$ cat src/hdl/snn_conv_cfg.svh
// ========================================
// Geometry and widths of the conv layer
// Stride is fixed at 1, only one input channel
// Output map equals input map (pad 1, kernel 3)
// ========================================
`ifndef SNN_CONV_CFG_SVH
`define SNN_CONV_CFG_SVH

// ========================================
// Map geometry
// ========================================
`define SNN_IN_H            8
`define SNN_IN_W            8
`define SNN_OUT_CH          2
`define SNN_KERNEL          3
`define SNN_PAD             1

// Total neurons, channel x row x col
`define SNN_NEURONS         (`SNN_OUT_CH * `SNN_IN_H * `SNN_IN_W)

// ========================================
// Data widths
// ========================================
`define SNN_WORD_W          32
`define SNN_WEIGHT_W        8
`define SNN_VMEM_W          16
`define SNN_WADDR_W         16

// 1.0 in Q8.8
`define SNN_THRESH_DEFAULT  256

`endif

$ cat src/hdl/snn_conv_pkg.sv
// ========================================
// Shared types and helpers of the conv layer
// Index functions truncate to the target width
// ========================================
`include "snn_conv_cfg.svh"

package snn_conv_pkg;

    // Stream word {channel, row, column, timestamp}
    typedef logic [`SNN_WORD_W-1:0] spike_word_t;
    typedef logic signed [`SNN_WEIGHT_W-1:0] weight_t;
    // Potential, also used for the threshold
    typedef logic signed [`SNN_VMEM_W-1:0] vmem_t;
    typedef logic [$clog2(`SNN_NEURONS)-1:0] neuron_addr_t;
    typedef logic [`SNN_WADDR_W-1:0] weight_addr_t;

    // Flat neuron index, channel-major
    function automatic neuron_addr_t neuron_index(input logic [7:0] ch,
                                                  input logic [7:0] row,
                                                  input logic [7:0] col);
        return neuron_addr_t'(ch * (`SNN_IN_H * `SNN_IN_W) + row * `SNN_IN_W + col);
    endfunction

    // Weight layout [out_ch][k_row][k_col]
    function automatic weight_addr_t weight_index(input logic [7:0] oc,
                                                  input logic [7:0] kr,
                                                  input logic [7:0] kc);
        return weight_addr_t'(oc * (`SNN_KERNEL * `SNN_KERNEL) + kr * `SNN_KERNEL + kc);
    endfunction

    // Potential plus weight, clamped to the signed range
    function automatic vmem_t sat_add(input vmem_t acc, input weight_t w);
        logic signed [`SNN_VMEM_W:0] sum;
        sum = {acc[`SNN_VMEM_W-1], acc} +
              {{(`SNN_VMEM_W + 1 - `SNN_WEIGHT_W){w[`SNN_WEIGHT_W-1]}}, w};
        // Overflow when the two top bits disagree
        if (sum[`SNN_VMEM_W] != sum[`SNN_VMEM_W-1]) begin
            return sum[`SNN_VMEM_W] ? {1'b1, {(`SNN_VMEM_W-1){1'b0}}}
                                    : {1'b0, {(`SNN_VMEM_W-1){1'b1}}};
        end
        return sum[`SNN_VMEM_W-1:0];
    endfunction

endpackage

$ cat src/hdl/fire_scanner.sv
// ========================================
// Threshold register and fire scan
// Scan order is channel, row, column
// Stalls on a firing neuron until ready
// Threshold should only change while idle
// ========================================
`timescale 1ns/1ns
`include "snn_conv_cfg.svh"

module fire_scanner (
    input  logic                       clk,
    input  logic                       rst_n,
    input  logic                       scan_start,
    input  logic [7:0]                 scan_timestamp,
    output snn_conv_pkg::neuron_addr_t scan_addr,
    input  snn_conv_pkg::vmem_t        scan_vmem,
    output logic                       scan_clear,
    output logic                       scan_done,
    input  snn_conv_pkg::vmem_t        config_threshold,
    input  logic                       config_valid,
    output logic                       m_spike_valid,
    output snn_conv_pkg::spike_word_t  m_spike_data,
    input  logic                       m_spike_ready
);
    import snn_conv_pkg::*;

    localparam int           MAP       = `SNN_IN_H * `SNN_IN_W;
    localparam neuron_addr_t LAST_ADDR = neuron_addr_t'(`SNN_NEURONS - 1);

    logic       running;
    logic [7:0] scan_ts;
    vmem_t      threshold;
    logic       fire;
    logic       step;

    // ========================================
    // Threshold
    // ========================================
    always_ff @(posedge clk or negedge rst_n) begin
        if (!rst_n) begin
            threshold <= vmem_t'(`SNN_THRESH_DEFAULT);
        end else if (config_valid) begin
            threshold <= config_threshold;
        end
    end

    // ========================================
    // Per-neuron decision
    // ========================================
    always_comb begin
        // Signed compare, at or above fires
        fire = running && (scan_vmem >= threshold);
        // Non-firing neurons take one cycle
        step = running && (!fire || m_spike_ready);
        scan_clear = fire && m_spike_ready;
        scan_done  = step && (scan_addr == LAST_ADDR);
    end

    // Word held stable while the address is stalled
    assign m_spike_valid = fire;
    assign m_spike_data  = {8'(scan_addr / MAP),
                            8'((scan_addr % MAP) / `SNN_IN_W),
                            8'(scan_addr % `SNN_IN_W),
                            scan_ts};

    // ========================================
    // Scan address walk
    // ========================================
    always_ff @(posedge clk or negedge rst_n) begin
        if (!rst_n) begin
            running   <= 1'b0;
            scan_addr <= '0;
        end else if (!running) begin
            if (scan_start) begin
                running   <= 1'b1;
                scan_addr <= '0;
            end
        end else if (step) begin
            if (scan_addr == LAST_ADDR) begin
                running   <= 1'b0;
                scan_addr <= '0;
            end else begin
                scan_addr <= scan_addr + 1'b1;
            end
        end
    end

    // Timestamp of the spike that started this scan
    always_ff @(posedge clk) begin
        if (scan_start && !running) begin
            scan_ts <= scan_timestamp;
        end
    end

endmodule

$ cat config.mk
export PLATFORM = sky130hd
export DESIGN_NAME = fire_scanner
export DESIGN_NICKNAME = d
export VERILOG_FILES = /design/src/hdl/snn_conv_pkg.sv /design/src/hdl/fire_scanner.sv
export VERILOG_INCLUDE_DIRS = /design/src /design/src/hdl
export SDC_FILE = /design/constraint.sdc
export NUM_CORES = 1
export LEC_CHECK = 0
export BUFFER_PORTS_ARGS = -buffer_cell sky130_fd_sc_hd__buf_2
export CORE_MARGIN = 2
export CORE_UTILIZATION = 38
export DETAILED_ROUTE_END_ITERATION = 7
export PLACE_DENSITY = 0.67
export SYNTH_ARGS = -nofsm -noshare
export SYNTH_HDL_FRONTEND = slang
export SYNTH_SLANG_ARGS = --single-unit
export TNS_END_PERCENT = 1
$ cat constraint.sdc
create_clock -name clk -period 7.1 [get_ports clk]
set_clock_uncertainty 0.2 [all_clocks]
set_input_delay 1.065 -clock clk [delete_from_list [all_inputs] [get_ports clk]]
set_output_delay 1.065 -clock clk [all_outputs]
set_load 0.005 [all_outputs]
==> impl_results.md <==
* Finished Cell Area at ~2300 um^2
* Post-synthesis mux area share at 0.00585
* Starting Density at 0.400
* Most frequent cells in the layout: 69 x buf_2, 23 x dfrtp_1, 22 x nand2_1, 20 x inv_1
* Setup crit start kind: input port
* Via count at roughly 1500
* Crit path cell chain: buf_2 > ha_1 > a21oi_1 > a21oi_1 > a211oi_2 > a31oi_1 > nand3b_1 > a21o_1 > nor2_1 > buf_2
* Netlist cell types at 37
* Setup TNS Final at 0 ns
* # setup viols final at 0
* Initial antenna violation count at 0
* Post CTS Setup Buffer Count at 0
* # fillers at approximately 510
* Drt initial violations at between 50 and 60
* Die X at roughly 75 um
* Core area at between 4000 and 5000 um^2
* Worst-Margin Slew at between 0.5 and 0.6 ns
* Area Growth Syn to Fin at 19.3%
* Vias per cell at ~4.6
* Antenna Nets Post-Route at 0
* Fmax at around 240 MHz
* Vias in the first global route at between 1000 and 1500
* Register area share after synthesis at 0.437
* Syn avg cell area at around 9.6 um^2
* Post-synthesis adder-cell area fraction at 0.110
* Largest net degree at the start of global routing at 32
* Antenna cells at 0
* Post-synthesis simple-gate area fraction at 0.160
* Drc violations at 0
* Worst path bufs/invs at 2
* Slew margin rel. at 0.632
* Setup CP Type: in -> out
* CP required at between 5 and 6 ns
* Final wirelength at ~3900 um
* Cts repair resizes at 0
* Worst Setup End Kind: primary output
* Fin crit share at 0.582
* GR Util All Layers at 0.145
* H-tree depth at 2
* Gr ovfl total at 0
* Compound-gate portion of the synthesized area at 0.142
* Async SR Flop Fraction at 0.750
* Clock Pin Slew Worst Setup and Hold Paths at approximately 0.060 ns
* CTS tree: done
* Mapped cell area at around 1900 um^2
* TritonCTS Sinks at 32
* Total Power at roughly 560 uW
* Die Area at 5650 um^2
* Status: completed
* DRT Pass-1 Iters at 4
* Crit-path slowest cell: ha_1
* Family with the most delay on the worst path: compound AO/OA/AOI/OAI gates
* Hold buffer count at CTS at 0
* First-pass GRT wire length at between 6000 and 7000 um
* Routability cong. at approximately 0.74
* Post-Synth XOR/XNOR Area at 0
* Post-DP HPWL at ~3000 um
* Most common cell after layout, fill and taps aside: buf_2
* Tmin final at around 4.1 ns
* Worst-path fanout max at 5
* Ports at just under 90
* RSZ-0062 raised after global routing: false
* Synth Warn # at 0
* Post-synth EDFFs at 8
* Clock root buffer: clkbuf_8
* Max Slew Vio Count at 0
* Die Span Y at between 70 and 80 um
* Cell count after synthesis at 200
* Final Core Density at 0.477
* Max-Cap Viols at 0
* Clk_lat worst skew at roughly 0.28 ns
* Critical path data arrival time at 2.87 ns
* Clk buf depth at 2
* Layout cells sized above 1 at 0.318
* Wire per inst at between 10 and 15 um
* Inserted Clock Buffers at 5
* I/O Buffers at 69
* CP max stage delay at between 0.3 and 0.4 ns
* Endpoints failing hold at 0
* Static Leak at around 0.0012 uW
* NumNets Final at 325
* Maximum vdd drop at between 0.00015 and 0.0002 V
* Largest family of logic cells by synthesized area: simple AND/OR/NAND/NOR gates
* Seq cells post-synth at 32
* PwrDens at roughly 240 nW/um^2
* Worst Hold Class: reg -> reg
* Site Rows at 25
* Placed inst area at 2220 um^2
* Post-synth top flop: dfrtp_1
[power by group]
part           total (uW)  switching, uW  leakage [uW]  internal [uW]
Clock                 133           64.1     0.0000422           68.7
Sequential            252           32.8      0.000354            219
Combinational         171           85.5      0.000778           85.9
[state kept, by name (all words and copies together), names as in the netlist]
register,cells
scan_addr,7
scan_ts,8
running,1
threshold,16
[worst paths after layout]
path                                end          start  slack (ns)  cells after the start
setup / recovery              scan_done  scan_vmem[14]        2.97                     10
hold / removal             threshold[0]   threshold[0]        0.31                      1
setup reg to reg           scan_addr[5]   threshold[8]        4.21                      9
hold reg to reg            threshold[0]   threshold[0]        0.31                      1
max in group asynchronous  threshold[8]          rst_n        5.76                      1
min in group asynchronous  threshold[3]          rst_n        0.57                      1
[routing by layer]
metal / wire (um) / share of wire / global-route usage / up-vias
met2: 1680 / 0.43 / 0.239 / 55
met5: 0 / 0 / 0 / -
met1: 1840 / 0.47 / 0.181 / 697
li1: - / - / - / 779
met3: 331 / 0.085 / 0.0522 / 3
met4: 27 / 0.0070 / 0.0409 / 0
[through the flow]
stage          instances  hold slack [ns]  setup WS (ns)
6_report             331            0.314           2.97
2_1_floorplan        216            0.278           3.31
5_1_grt              331            0.350           2.80
4_1_cts              331            0.319           2.99
3_5_place_dp         323            0.304           2.98
3_3_place_gp         323            0.299           3.01
[layout make-up]
type                            count  area (um^2)  area share
Clock inverter                      1         5.00     0.00218
Timing Repair Buffer               69          345       0.150
Multi-Input combinational cell    135          870       0.379
Sequential cell                    32          842       0.367
Clock buffer                        7         76.3      0.0332
Tap cell                           67         83.8      0.0365
Inverter                           20         75.1      0.0327
[Yosys cell counts (all sizes together) (2+ instances only)]
| cell | number | share of area |
|---|---|---|
| a31oi | 3 | 0.0097 |
| nor2b | 2 | 0.0065 |
| nand3b | 2 | 0.0078 |
| a21oi | 8 | 0.021 |
| nand3 | 4 | 0.010 |
| clkbuf | 5 | 0.0097 |
| inv | 20 | 0.039 |
| nand2 | 22 | 0.043 |
| o21ai | 24 | 0.062 |
| and3 | 4 | 0.013 |
| nor2 | 5 | 0.0097 |
| dfrtp | 23 | 0.30 |
| a21o | 2 | 0.0078 |
| nand4 | 8 | 0.029 |
| edfxtp | 8 | 0.12 |
| ha | 17 | 0.11 |
| o22a | 2 | 0.0091 |
| buf | 24 | 0.094 |
| or4 | 2 | 0.0097 |
| nand2b | 2 | 0.0078 |
[kinds of logic (layout without fill, tap and decap cells)]
kind of cell | count (synthesis) | after routing
adders and majority gates | 17 | 17
and+or+nand+nor | 55 | 55
buffers and inverters | 49 | 97
muxes | 1 | 1
DFF | 32 | 32
AOI/OAI and AO/OA | 45 | 45
other | 1 | 17
[worst reg2reg max path, stage by stage (launching register included)]
cell and delay, ns:
dfstp_2 0.52, inv_1 0.04, ha_1 0.26, nand4_1 0.17
or4_4 0.59, and3_1 0.20, nand4_1 0.08, nor4b_4 0.43
or4_1 0.19, nand3_1 0.08
(Power assumes the default switching activity.)
