--- src/hdl/snn_conv_cfg.svh ---
// ========================================
// Geometry and widths of the conv layer
// Stride is fixed at 1, only one input channel
// Output map equals input map (pad 1, kernel 3)
// ========================================
`ifndef SNN_CONV_CFG_SVH
`define SNN_CONV_CFG_SVH

// ========================================
// Map geometry
// ========================================
`define SNN_IN_H            8
`define SNN_IN_W            8
`define SNN_OUT_CH          2
`define SNN_KERNEL          3
`define SNN_PAD             1

// Total neurons, channel x row x col
`define SNN_NEURONS         (`SNN_OUT_CH * `SNN_IN_H * `SNN_IN_W)

// ========================================
// Data widths
// ========================================
`define SNN_WORD_W          32
`define SNN_WEIGHT_W        8
`define SNN_VMEM_W          16
`define SNN_WADDR_W         16

// 1.0 in Q8.8
`define SNN_THRESH_DEFAULT  256

`endif

--- src/hdl/snn_conv_pkg.sv ---
// ========================================
// Shared types and helpers of the conv layer
// Index functions truncate to the target width
// ========================================
`include "snn_conv_cfg.svh"

package snn_conv_pkg;

    // Stream word {channel, row, column, timestamp}
    typedef logic [`SNN_WORD_W-1:0] spike_word_t;
    typedef logic signed [`SNN_WEIGHT_W-1:0] weight_t;
    // Potential, also used for the threshold
    typedef logic signed [`SNN_VMEM_W-1:0] vmem_t;
    typedef logic [$clog2(`SNN_NEURONS)-1:0] neuron_addr_t;
    typedef logic [`SNN_WADDR_W-1:0] weight_addr_t;

    // Flat neuron index, channel-major
    function automatic neuron_addr_t neuron_index(input logic [7:0] ch,
                                                  input logic [7:0] row,
                                                  input logic [7:0] col);
        return neuron_addr_t'(ch * (`SNN_IN_H * `SNN_IN_W) + row * `SNN_IN_W + col);
    endfunction

    // Weight layout [out_ch][k_row][k_col]
    function automatic weight_addr_t weight_index(input logic [7:0] oc,
                                                  input logic [7:0] kr,
                                                  input logic [7:0] kc);
        return weight_addr_t'(oc * (`SNN_KERNEL * `SNN_KERNEL) + kr * `SNN_KERNEL + kc);
    endfunction

    // Potential plus weight, clamped to the signed range
    function automatic vmem_t sat_add(input vmem_t acc, input weight_t w);
        logic signed [`SNN_VMEM_W:0] sum;
        sum = {acc[`SNN_VMEM_W-1], acc} +
              {{(`SNN_VMEM_W + 1 - `SNN_WEIGHT_W){w[`SNN_WEIGHT_W-1]}}, w};
        // Overflow when the two top bits disagree
        if (sum[`SNN_VMEM_W] != sum[`SNN_VMEM_W-1]) begin
            return sum[`SNN_VMEM_W] ? {1'b1, {(`SNN_VMEM_W-1){1'b0}}}
                                    : {1'b0, {(`SNN_VMEM_W-1){1'b1}}};
        end
        return sum[`SNN_VMEM_W-1:0];
    endfunction

endpackage

--- src/hdl/conv_sequencer.sv ---
// ========================================
// Spike intake and kernel-tap walk
// Channel field of the input word is ignored
// One weight fetch in flight at a time
// All taps are fetched, off-map ones are dropped
// ========================================
`timescale 1ns/1ns
`include "snn_conv_cfg.svh"

module conv_sequencer (
    input  logic                       clk,
    input  logic                       rst_n,
    input  logic                       s_spike_valid,
    input  snn_conv_pkg::spike_word_t  s_spike_data,
    output logic                       s_spike_ready,
    output logic                       weight_rd_en,
    output snn_conv_pkg::weight_addr_t weight_addr,
    input  snn_conv_pkg::weight_t      weight_data,
    input  logic                       weight_valid,
    output logic                       acc_en,
    output snn_conv_pkg::neuron_addr_t acc_addr,
    output snn_conv_pkg::weight_t      acc_weight,
    output logic                       scan_start,
    output logic [7:0]                 scan_timestamp,
    input  logic                       scan_done
);
    import snn_conv_pkg::*;

    // Counter widths, at least one bit each
    localparam int OC_W = (`SNN_OUT_CH > 1) ? $clog2(`SNN_OUT_CH) : 1;
    localparam int K_W  = $clog2(`SNN_KERNEL);
    localparam logic [OC_W-1:0] OC_LAST = OC_W'(`SNN_OUT_CH - 1);
    localparam logic [K_W-1:0]  K_LAST  = K_W'(`SNN_KERNEL - 1);

    typedef enum logic [1:0] {
        S_IDLE,
        S_FETCH,
        S_WAIT,
        S_SCAN
    } state_t;

    state_t          state;
    logic [7:0]      in_row;
    logic [7:0]      in_col;
    logic [7:0]      in_ts;
    logic [OC_W-1:0] out_ch;
    logic [K_W-1:0]  k_row;
    logic [K_W-1:0]  k_col;
    logic signed [9:0] tgt_row;
    logic signed [9:0] tgt_col;
    logic            in_map;
    logic            last_tap;

    // ========================================
    // Target neuron of the current tap
    // ========================================
    always_comb begin
        // out = in + pad - k, stride 1
        tgt_row = $signed(10'(in_row)) + 10'(`SNN_PAD) - $signed(10'(k_row));
        tgt_col = $signed(10'(in_col)) + 10'(`SNN_PAD) - $signed(10'(k_col));
        in_map  = (tgt_row >= 0) && (tgt_row < `SNN_IN_H) &&
                  (tgt_col >= 0) && (tgt_col < `SNN_IN_W);
        last_tap = (out_ch == OC_LAST) && (k_row == K_LAST) && (k_col == K_LAST);
    end

    // Fetch strobe lasts exactly the FETCH cycle
    assign weight_rd_en = (state == S_FETCH);
    assign weight_addr  = weight_index(8'(out_ch), 8'(k_row), 8'(k_col));

    // Accumulate in the cycle the weight shows up
    assign acc_en     = (state == S_WAIT) && weight_valid && in_map;
    assign acc_addr   = neuron_index(8'(out_ch), tgt_row[7:0], tgt_col[7:0]);
    assign acc_weight = weight_data;

    assign scan_timestamp = in_ts;

    // ========================================
    // Control FSM
    // ========================================
    always_ff @(posedge clk or negedge rst_n) begin
        if (!rst_n) begin
            state         <= S_IDLE;
            s_spike_ready <= 1'b1;
            scan_start    <= 1'b0;
            out_ch        <= '0;
            k_row         <= '0;
            k_col         <= '0;
        end else begin
            scan_start <= 1'b0;
            case (state)
                S_IDLE: begin
                    if (s_spike_valid && s_spike_ready) begin
                        s_spike_ready <= 1'b0;
                        out_ch        <= '0;
                        k_row         <= '0;
                        k_col         <= '0;
                        state         <= S_FETCH;
                    end
                end
                S_FETCH: begin
                    state <= S_WAIT;
                end
                S_WAIT: begin
                    if (weight_valid) begin
                        // Column fastest, then row, then channel
                        if (k_col == K_LAST) begin
                            k_col <= '0;
                            if (k_row == K_LAST) begin
                                k_row  <= '0;
                                out_ch <= (out_ch == OC_LAST) ? '0 : out_ch + 1'b1;
                            end else begin
                                k_row <= k_row + 1'b1;
                            end
                        end else begin
                            k_col <= k_col + 1'b1;
                        end
                        if (last_tap) begin
                            scan_start <= 1'b1;
                            state      <= S_SCAN;
                        end else begin
                            state <= S_FETCH;
                        end
                    end
                end
                S_SCAN: begin
                    // Intake reopens only once the scan has finished
                    if (scan_done) begin
                        s_spike_ready <= 1'b1;
                        state         <= S_IDLE;
                    end
                end
                default: state <= S_IDLE;
            endcase
        end
    end

    // Spike payload, taken on acceptance
    always_ff @(posedge clk) begin
        if (state == S_IDLE && s_spike_valid && s_spike_ready) begin
            in_row <= s_spike_data[23:16];
            in_col <= s_spike_data[15:8];
            in_ts  <= s_spike_data[7:0];
        end
    end

endmodule

--- config.mk ---
export PLATFORM = sky130hd
export DESIGN_NAME = conv_sequencer
export DESIGN_NICKNAME = d
export VERILOG_FILES = /design/src/hdl/snn_conv_pkg.sv /design/src/hdl/conv_sequencer.sv
export VERILOG_INCLUDE_DIRS = /design/src /design/src/hdl
export SDC_FILE = /design/constraint.sdc
export NUM_CORES = 1
export LEC_CHECK = 0
export BUFFER_PORTS_ARGS = -buffer_cell sky130_fd_sc_hd__buf_4
export CORE_UTILIZATION = 25
export DETAILED_ROUTE_END_ITERATION = 10
export MAX_ROUTING_LAYER = met4
export SLEW_MARGIN = 25
export SYNTH_ARGS = -nofsm -noshare
export SYNTH_HDL_FRONTEND = slang
export SYNTH_SLANG_ARGS = --single-unit
--- constraint.sdc ---
create_clock -name clk -period 3.4 [get_ports clk]
set_clock_uncertainty 0.2 [all_clocks]
set_input_delay 0.17 -clock clk [delete_from_list [all_inputs] [get_ports clk]]
set_output_delay 0.17 -clock clk [all_outputs]
set_load 0.02 [all_outputs]
==> impl_metrics.json, run 1 <==
{
  "required_ns": 3.03,
  "hold_viol_final": 0,
  "cts_root_buf": "clkbuf_8",
  "cap_violations": 0,
  "cts_tree": "built",
  "grt_pass1_wl_um": 8493,
  "violations": "negative setup slack",
  "setup_viol": 2,
  "synth_top_family_by_area": "adder cells",
  "top_usage_layer": "met2",
  "cts_buffer_depth": 2,
  "remaining_drc_errors": 0,
  "use_met1_pct": 12.65,
  "synth_simple_gate_area_share_pct": 11.29,
  "cts.htree.levels": 2,
  "drt_iter0_drc": 64,
  "cts-buffers-inserted": 5,
  "fp.dieArea_um2": 10290,
  "yosysSeqAreaShare_pct": 38.31,
  "fin_crit_sh_pct": 104.1,
  "grt_pass1_vias": 1840,
  "met3_usage_pct": 2.277,
  "cts.clk_slew.worst_paths_ns": 0.08,
  "grtUsageTotal_pct": 11.04,
  "synth_fa_ha_area_share_pct": 21.76,
  "syn2layout_area_growth_pct": 43.32,
  "fp.dieH_um": 101.4,
  "wl_um": 5404,
  "hold-worst-slack_ns": 0.01472,
  "core_area_um2": 9415,
  "seqPwrFrac_pct": 29.9,
  "synth_compound_area_share_pct": 12.45,
  "dr.pass1.iters": 4,
  "synth_top_area_share_pct": 29.15,
  "synth.distinct_cells": 52,
  "rsz0062_at_grt": "yes",
  "layout.nets": 413,
  "drive_above_1_share_pct": 33.43,
  "synth_edf_count": 24,
  "avgSynthCellArea_um2": 10.52,
  "p_comb_share_pct": 51.7,
  "p_leak_nw": 1.603,
  "critPathCaptureType": "output port",
  "crit_arrival_ns": 3.17,
  "peakVddDrop_mv": 0.2013,
  "vias_per_cell": 4.164,
  "start_kind": "flop",
  "hold_path.class": "in2reg",
  "io_pins": 88,
  "overflow": 0,
  "dp_hpwl_um": 3960,
  "grt_max_degree": 25,
  "rows": 35,
  "p_total_mw": 1.664,
  "grtUsageMet2_pct": 19.00,
  "synth-xor-area-share_pct": 3.543,
  "p_sw_share_pct": 38.18,
  "criticalPathCategory": "reg2out",
  "crit_fanout": 2,
  "wire_per_inst_um": 11.80,
  "synthMuxAreaShare_pct": 1.265,
  "synthArstFlopShare_pct": 27.27,
  "port_buffers": 52,
  "synth_area_um2": 2472,
  "rr_worst_depth": 3,
  "outcome": "complete, but fails checks",
  "fmax_ghz": 0.2825,
  "ys_ff_latch": 33,
  "slew_viol_final": 0,
  "yosys_warnings": 0,
  "power.share.clock_pct": 18.4,
  "power_density_nw_per_um2": 469.7,
  "antennaDiodeCount": 0,
  "clk-insertion-delay-late_ns": 0.29,
  "synth_top_area_cell": "edfxtp_1",
  "syn-instance-count": 235,
  "clock_sinks": 33,
  "place_congestion": 0.7549,
  "synth_flop_cell": "edfxtp_1",
  "synth.area.top_cells": "edfxtp_1 29%, ha_1 18%, dfrtp_1 8.1%",
  "holdPathStages": 3,
  "layout_min_cycle_time_ns": 3.540,
  "worst_slack_ns": -0.1400,
  "route.vias.total": 1907,
  "switchingPower_uw": 635.4,
  "intPower_mw": 1.029,
  "start_util_pct": 26.26,
  "ant_nets": 0,
  "antenna_found_initial": 0,
  "die-width_um": 101.4
}
-- placed cells by master (no fill, tap or decap), types with 7 or more instances in the layout --
cell type      synthesis  final
ha_1                  35     31
dfrtp_1                8      8
nor2_1                10     10
nand2_1               10     10
a21oi_1               11     10
inv_1                 35     31
o21ai_0                7      7
conb_1                 1     11
buf_4                 19     67
edfxtp_1              24     24
dlygate4sd3_1          0     26
-- worst paths after layout --
kind / slack [ns] / startpoint / endpoint
min in group asynchronous: 0.03 / rst_n / scan_start
setup / recovery: -0.14 / k_row[1] / acc_en
setup reg to reg: 1.66 / state[0] / in_row[7]
hold reg to reg: 0.36 / s_spike_ready / s_spike_ready
hold / removal: 0.01 / weight_valid / scan_start
max in group asynchronous: 2.75 / rst_n / s_spike_ready
-- stage by stage --
step	setup WS [ns]	util [%]	instances	setup TNS, ns	instance area (um^2)
after floorplan	0.03677	-	245	0	2517
after global placement	-0.06442	31.89	416	-0.06442	3003
after detailed placement	-0.1194	31.89	416	-0.1650	3003
after CTS	-0.1786	36.66	453	-0.3337	3452
after global routing	-0.2618	37.63	458	-0.5631	3543
final	-0.1400	37.63	458	-0.2413	3543
-- layout make-up --
cell class              count  area, um^2
clock inverters             3       16.27
fillers                   933        5872
flip-flops and latches     33       947.2
inverters                  35       131.4
clock buffers               5       68.82
well taps                 129       161.4
repair buffers             96       797.0
multi-input cells         157        1421
-- worst max-delay path: stages (launching register included) --
cell	delay [ns]
dfrtp_1	0.39
ha_1	0.29
inv_2	0.04
ha_4	0.15
inv_2	0.05
fa_2	0.20
buf_4	0.12
nor2b_4	0.04
o21a_1	0.18
or4_4	0.43
a2111oi_4	0.37
o2111ai_2	0.20
a2111oi_4	0.23
buf_4	0.19
-- logic make-up (layout without fill, tap and decap cells) --
family	Yosys count	in the layout
buffers and inverters	55	139
and+or+nand+nor	48	48
AOI/OAI and AO/OA	45	45
adders and majority gates	40	40
DFF	33	33
xor gates and xnor gates	10	10
muxes	3	3
other	1	11
-- flip-flops by register name, indices dropped and copies added, names as in the netlist --
name and count:
s_spike_ready 1, k_row 2, in_col 8, scan_timestamp 8, scan_start 1, k_col 2, state 2, in_row 8
out_ch 1
-- synth_stat cells, types with 2 or more instances --
master	instances
nor3_1	2
ha_1	35
o21a_1	2
nor3b_1	3
a21o_1	4
o21bai_1	2
nand2_1	10
o21ai_0	7
xor2_1	3
a22o_1	2
buf_4	19
edfxtp_1	24
mux2i_1	2
xnor2_1	7
fa_1	5
o2111ai_1	2
a21boi_0	2
nand3_1	5
a31oi_1	2
nand2b_1	3
nor2b_1	3
inv_1	35
a21oi_1	11
nor2_1	10
dfrtp_1	8
-- metal layers --
| metal | wire (um) | up-vias |
|---|---|---|
| met3 | 216 | 10 |
| li1 | - | 975 |
| met4 | 98 | 0 |
| met2 | 2705 | 54 |
| met5 | 0 | - |
| met1 | 2384 | 868 |
-- timing repair --
| action | CTS | global route |
|---|---|---|
| hold buffers | 26 | 0 |
| buffers inserted | 3 | 5 |
| endpoints found under the hold margin | 36 | 0 |
| pin swaps | 14 | 10 |
| resized for setup | 17 | 12 |
| setup endpoints to repair | 3 | 3 |
| gates cloned | 0 | 0 |
-- power groups by stage --
stage               Clock [mW]  Combinational, mW  Sequential (mW)
floorplan                    0              0.480            0.504
global placement             0              0.746            0.504
detailed placement           0              0.765            0.505
CTS                      0.314              0.828            0.496
global route             0.330              0.956            0.505
finish                   0.306              0.861            0.498
Power figures use the tool's default switching activity.
==> inputs of run 2 (changes only) <==
--- a/config.mk
+++ b/config.mk
@@ -7,6 +7,7 @@
 export NUM_CORES = 1
 export LEC_CHECK = 0
 export BUFFER_PORTS_ARGS = -buffer_cell sky130_fd_sc_hd__buf_4
+export CORE_ASPECT_RATIO = 1.25
 export CORE_UTILIZATION = 25
 export DETAILED_ROUTE_END_ITERATION = 10
 export MAX_ROUTING_LAYER = met4
==> run 2 against run 1 <==
The run still ends with negative setup slack left. Clock power increased by 49%. Register-to-register slack improved by 0.03 ns. First-iteration DRC count decreased by 38%. Critical path type unchanged. Critical endpoint unchanged. Largest cell class unchanged. Largest power group unchanged. Highest routed layer unchanged.
==> impl_metrics.json, run 2 (synthesis results as in run 1) <==
{
  "outcome": "complete, but fails checks",
  "violations": "negative setup slack",
  "reg2reg_setup_slack_ns": 1.69,
  "rr_worst_depth": 3,
  "layout_commonest_cell": "buf_4",
  "overflow": 0,
  "critPathMostFrequentCell": "a2111oi_2",
  "fp.dieH_um": 113.2,
  "use_met1_pct": 10.75,
  "grtUsageTotal_pct": 10.39,
  "grt_max_degree": 25,
  "p_leak_nw": 1.589,
  "cts.clk_slew.worst_paths_ns": 0.05,
  "drt_iter0_drc": 40,
  "n_fill_cell": 982,
  "crit_buf_inv": 3,
  "crit_arrival_ns": 3.11,
  "hold_viol_final": 0,
  "route.vias.total": 1872,
  "required_ns": 3.03,
  "cap_violations": 0,
  "fin_crit_sh_pct": 102.3,
  "remaining_drc_errors": 0,
  "ant_nets": 0,
  "setup_viol": 2,
  "clk-insertion-delay-late_ns": 0.28,
  "start_kind": "flop",
  "cts_tree": "built",
  "die-width_um": 90.95,
  "dp_hpwl_um": 3785,
  "critPathCapture": "acc_en",
  "hold_path.class": "in2reg",
  "rsz0062_at_grt": "yes",
  "grtUsageMet2_pct": 18.59,
  "critPathCaptureType": "output port",
  "cts_buffer_depth": 2,
  "slew_viol_final": 0,
  "rr_endpoint": "scan_timestamp[7]",
  "r2r_start": "state[0]",
  "fin_util_pct": 36.05,
  "path_depth": 12,
  "crit_fanout": 2,
  "worst_slack_ns": -0.07754,
  "min-delay-start": "weight_valid",
  "top_usage_layer": "met2",
  "fp.dieArea_um2": 10290,
  "clock_sinks": 33,
  "syn2layout_area_growth_pct": 40.13,
  "port_buffers": 52,
  "io_pins": 88,
  "worstSetupStartpoint": "k_row[1]",
  "vias_per_cell": 4.169,
  "met3_usage_pct": 1.882,
  "grt_pass1_vias": 1879,
  "setup_tns_ns": -0.1312,
  "antenna_found_initial": 0,
  "layout_min_cycle_time_ns": 3.478,
  "dr.pass1.iters": 4,
  "crit_chain": "ha_1, inv_1, ha_2, inv_2, fa_2, nor2b_4, o21a_1, or4_1, a2111oi_2, o2111ai_1, a2111oi_2, buf_4",
  "wire_per_inst_um": 10.87,
  "place_congestion": 0.7621,
  "start_util_pct": 25.73,
  "core_area_um2": 9609,
  "antennaDiodeCount": 0,
  "drive_above_1_share_pct": 28.48,
  "cp_top_family": "compound AO/OA/AOI/OAI gates",
  "rows": 40,
  "mostFrequentLayoutCells": "62 x buf_4, 34 x inv_1, 32 x ha_1",
  "slowest_delay_ns": 0.42,
  "fmax_ghz": 0.2876,
  "peakVddDrop_mv": 0.2396,
  "grt_pass1_wl_um": 8052,
  "cpMaxStageDelayCell": "or4_1",
  "criticalPathCategory": "reg2out",
  "wl_um": 4880,
  "cts-buffers-inserted": 5,
  "cts_root_buf": "clkbuf_16",
  "cts.htree.levels": 2,
  "layout.nets": 407,
  "power_density_nw_per_um2": 503.5
}
run 2: final cells by class:
class,instances,area [um^2],share of cell area [%]
repair buffers,90,748.2,21.60
well taps,126,157.7,4.550
multi-input cells,157,1334,38.50
clock buffers,8,146.4,4.225
inverters,35,131.4,3.792
flip-flops and latches,33,947.2,27.34
run 2: per-layer routing:
metal  part of all wire (%)  up-vias
li1                       -      961
met1                     42      859
met2                     52       44
met3                    3.5        8
met4                    2.4        0
met5                      0        -
run 2: repair_timing:
item / CTS / global route
hold endpoints to repair: 36 / 0
setup endpoints to repair: 3 / 3
hold buffers: 26 / 0
setup buffers: 1 / 1
resized for setup: 9 / 4
gates cloned: 0 / 0
pin swaps: 12 / 6
run 2: worst min path at each step:
stage	end	slack (ns)	cells past startpoint
after global placement	out_ch	-0.20	1
after global routing	scan_start	0.05	3
after detailed placement	scan_start	-0.20	1
final	scan_start	0.04	3
after CTS	scan_start	0.04	3
after floorplan	k_col[0]	-0.33	0
run 2: power breakdown:
group          internal, mW  total, mW  leakage (nW)  switching, mW
sequential            0.463      0.499         0.334         0.0356
clock                 0.292      0.455        0.0712          0.163
combinational         0.383      0.791          1.18          0.408
total                  1.14       1.74          1.59          0.606
run 2: per-stage QoR:
step                      std cells  power, mW  hold WS, ns  worst slack, ns  cell area, um^2
final                           449      1.745      0.03677         -0.07754             3465
after global routing            449      1.869      0.04830          -0.2438             3465
after detailed placement        413      1.253      -0.1950         -0.06391             2999
after floorplan                 245     0.9840      -0.3256          0.03677             2517
after global placement          413      1.240      -0.1964         -0.04993             2999
after CTS                       448      1.755      0.03931          -0.1813             3442
run 2: worst register-to-register path, stage by stage, from the launching register on:
cell and delay [ns]:
dfrtp_1 0.45, nand2b_1 0.21, nor3b_2 0.19, buf_4 0.34
==> inputs of run 3 (changes only) <==
--- a/config.mk
+++ b/config.mk
@@ -7,10 +7,13 @@
 export NUM_CORES = 1
 export LEC_CHECK = 0
 export BUFFER_PORTS_ARGS = -buffer_cell sky130_fd_sc_hd__buf_4
+export CELL_PAD_IN_SITES_DETAIL_PLACEMENT = 2
+export CELL_PAD_IN_SITES_GLOBAL_PLACEMENT = 2
 export CORE_ASPECT_RATIO = 1.25
 export CORE_UTILIZATION = 25
 export DETAILED_ROUTE_END_ITERATION = 10
 export MAX_ROUTING_LAYER = met4
+export PLACE_DENSITY_LB_ADDON = 0.1
 export SLEW_MARGIN = 25
 export SYNTH_ARGS = -nofsm -noshare
 export SYNTH_HDL_FRONTEND = slang
==> run 3 against run 2 <==
The flow still finishes with violations (negative setup slack). Die area unchanged. Power increased by 7.5%. Final area up 3.2%. Worst setup slack got worse by 0.067 ns. Final cell count up 0.67%. Fmax decreased by 1.9%. Sequential cell count did not move. Critical path type unchanged. Largest cell class unchanged. Highest routed layer unchanged.
==> impl_metrics.json, run 3 (synthesis results as in run 1) <==
{
  "fp.dieArea_um2": 10290,
  "overflow": 0,
  "clock_sinks": 33,
  "dp_hpwl_um": 4702,
  "placed_cell_area_um2": 3029,
  "slowest_delay_ns": 0.38,
  "wl_um": 6207,
  "dr.pass1.iters": 4,
  "syn2layout_area_growth_pct": 44.59,
  "criticalPathCategory": "reg2out",
  "required_ns": 3.03,
  "p_leak_nw": 1.620,
  "min-delay-start": "weight_valid",
  "core_area_um2": 9609,
  "grtUsageTotal_pct": 13.09,
  "io_pins": 88,
  "crit_fanout": 2,
  "hold_path.class": "in2reg",
  "outcome": "complete, but fails checks",
  "cpMaxStageDelayCell": "dfrtp_1",
  "remaining_drc_errors": 0,
  "wire_per_inst_um": 13.73,
  "postLayoutCellArea_um2": 3575,
  "slew_viol_final": 0,
  "port_buffers": 52,
  "worst_slack_ns": -0.1447,
  "cp_top_family": "adder cells",
  "crit_arrival_ns": 3.17,
  "layout_min_cycle_time_ns": 3.545,
  "crit_chain": "ha_1, inv_1, ha_2, fa_2, a21o_1, a21oi_2, xnor2_1, ha_1, fa_2, xnor2_2, xnor2_2, buf_4",
  "cts_tree": "built",
  "drive_above_1_share_pct": 31.29,
  "cts-buffers-inserted": 5,
  "cap_violations": 0,
  "hold_viol_final": 0,
  "multi_input_area_um2": 1396,
  "start_kind": "flop",
  "grt_max_degree": 25,
  "violations": "negative setup slack",
  "cts_root_buf": "clkbuf_16",
  "rsz0062_at_grt": "yes",
  "setup_tns_ns": -0.2071,
  "fp.dieH_um": 113.2,
  "grt_pass1_vias": 2201,
  "setup_viol": 2,
  "die-width_um": 90.95,
  "cts.clk_slew.worst_paths_ns": 0.06,
  "crit_buf_inv": 2,
  "route.vias.total": 1980,
  "antenna_found_initial": 0,
  "fin_crit_sh_pct": 104.3,
  "fmax_ghz": 0.2821,
  "worstSetupStartpoint": "k_col[1]",
  "power_density_nw_per_um2": 524.6,
  "place_congestion": 0.7308,
  "cts_buffer_depth": 2,
  "peakVddDrop_mv": 0.3222,
  "vias_per_cell": 4.381,
  "clk-insertion-delay-late_ns": 0.27,
  "layout.nets": 410,
  "grt_pass1_wl_um": 10260,
  "reg2reg_setup_slack_ns": 1.65,
  "rows": 40,
  "n_fill_cell": 1077,
  "r2r_start": "state[0]",
  "ant_nets": 0,
  "critPathCaptureType": "output port",
  "antennaDiodeCount": 0,
  "cts.htree.levels": 2,
  "start_util_pct": 25.73,
  "seq_area_um2": 947.2,
  "layout_commonest_cell": "buf_4",
  "drt_iter0_drc": 33,
  "mostFrequentLayoutCells": "65 x buf_4, 35 x inv_1, 32 x ha_1"
}
==> run 3: changes by cell type in the layout (fill, tap and decap cells not counted), sizes merged <==
| cell | before | now |
|---|---|---|
| clkinvlp | 0 | 1 |
| bufinv | 0 | 1 |
| clkinv | 0 | 1 |
| buf | 64 | 67 |
| clkbuf | 8 | 5 |
==> run 3: metrics by stage <==
stage | hold slack (ns) | std cells | util (%) | setup WS, ns | power (mW)
floorplan | -0.3256 | 245 | - | 0.03677 | 0.9840
global placement | -0.1910 | 417 | 31.52 | -0.08072 | 1.270
detailed placement | -0.1896 | 417 | 31.52 | -0.1102 | 1.282
CTS | 0.04333 | 451 | 37.01 | -0.1944 | 1.897
global route | 0.04798 | 452 | 37.20 | -0.2694 | 1.995
finish | 0.03787 | 452 | 37.20 | -0.1447 | 1.875
==> run 3: metal layers <==
metal | vias to the layer above | GRT usage [%] | wire length (um)
li1 | 967 | - | -
met1 | 970 | 14.57 | 2680
met2 | 41 | 24.24 | 3337
met3 | 2 | 2.083 | 151
met4 | 0 | 3.280 | 38
met5 | - | - | 0
==> run 3: worst paths after layout <==
check                           endpoint  cells past startpoint
max                          acc_addr[6]                     12
min                             k_col[1]                      3
max in group asynchronous  s_spike_ready                      2
min in group asynchronous         out_ch                      2
min reg2reg                s_spike_ready                      2
max reg2reg                    in_row[3]                      3
==> run 3: report_power, final <==
group | internal (mW) | switching, mW
combinational | 0.406 | 0.445
sequential | 0.463 | 0.0223
clock | 0.347 | 0.192
==> run 3: repair_timing <==
action | CTS | global route
gates cloned | 0 | 0
gates resized for setup | 18 | 2
hold endpoints to repair | 36 | 0
pin swaps | 13 | 8
endpoints found under the setup margin | 3 | 3
hold buffers | 26 | 0
setup buffers | 0 | 1
==> run 3: layout make-up <==
cell class	instances	share of cell area [%]
Multi-Input combinational cell	157	39.06
Tap cell	126	4.410
Inverter	35	3.675
Clock buffer	5	3.500
Clock inverter	3	1.295
Sequential cell	33	26.50
Timing Repair Buffer	93	21.56
==> run 3: worst reg2reg max path: cells and delay by family, from the launching register on <==
family                 cells  cell delay (ns)
DFF                        1             0.46
and+or+nand+nor            2             0.39
buffers and inverters      1             0.35
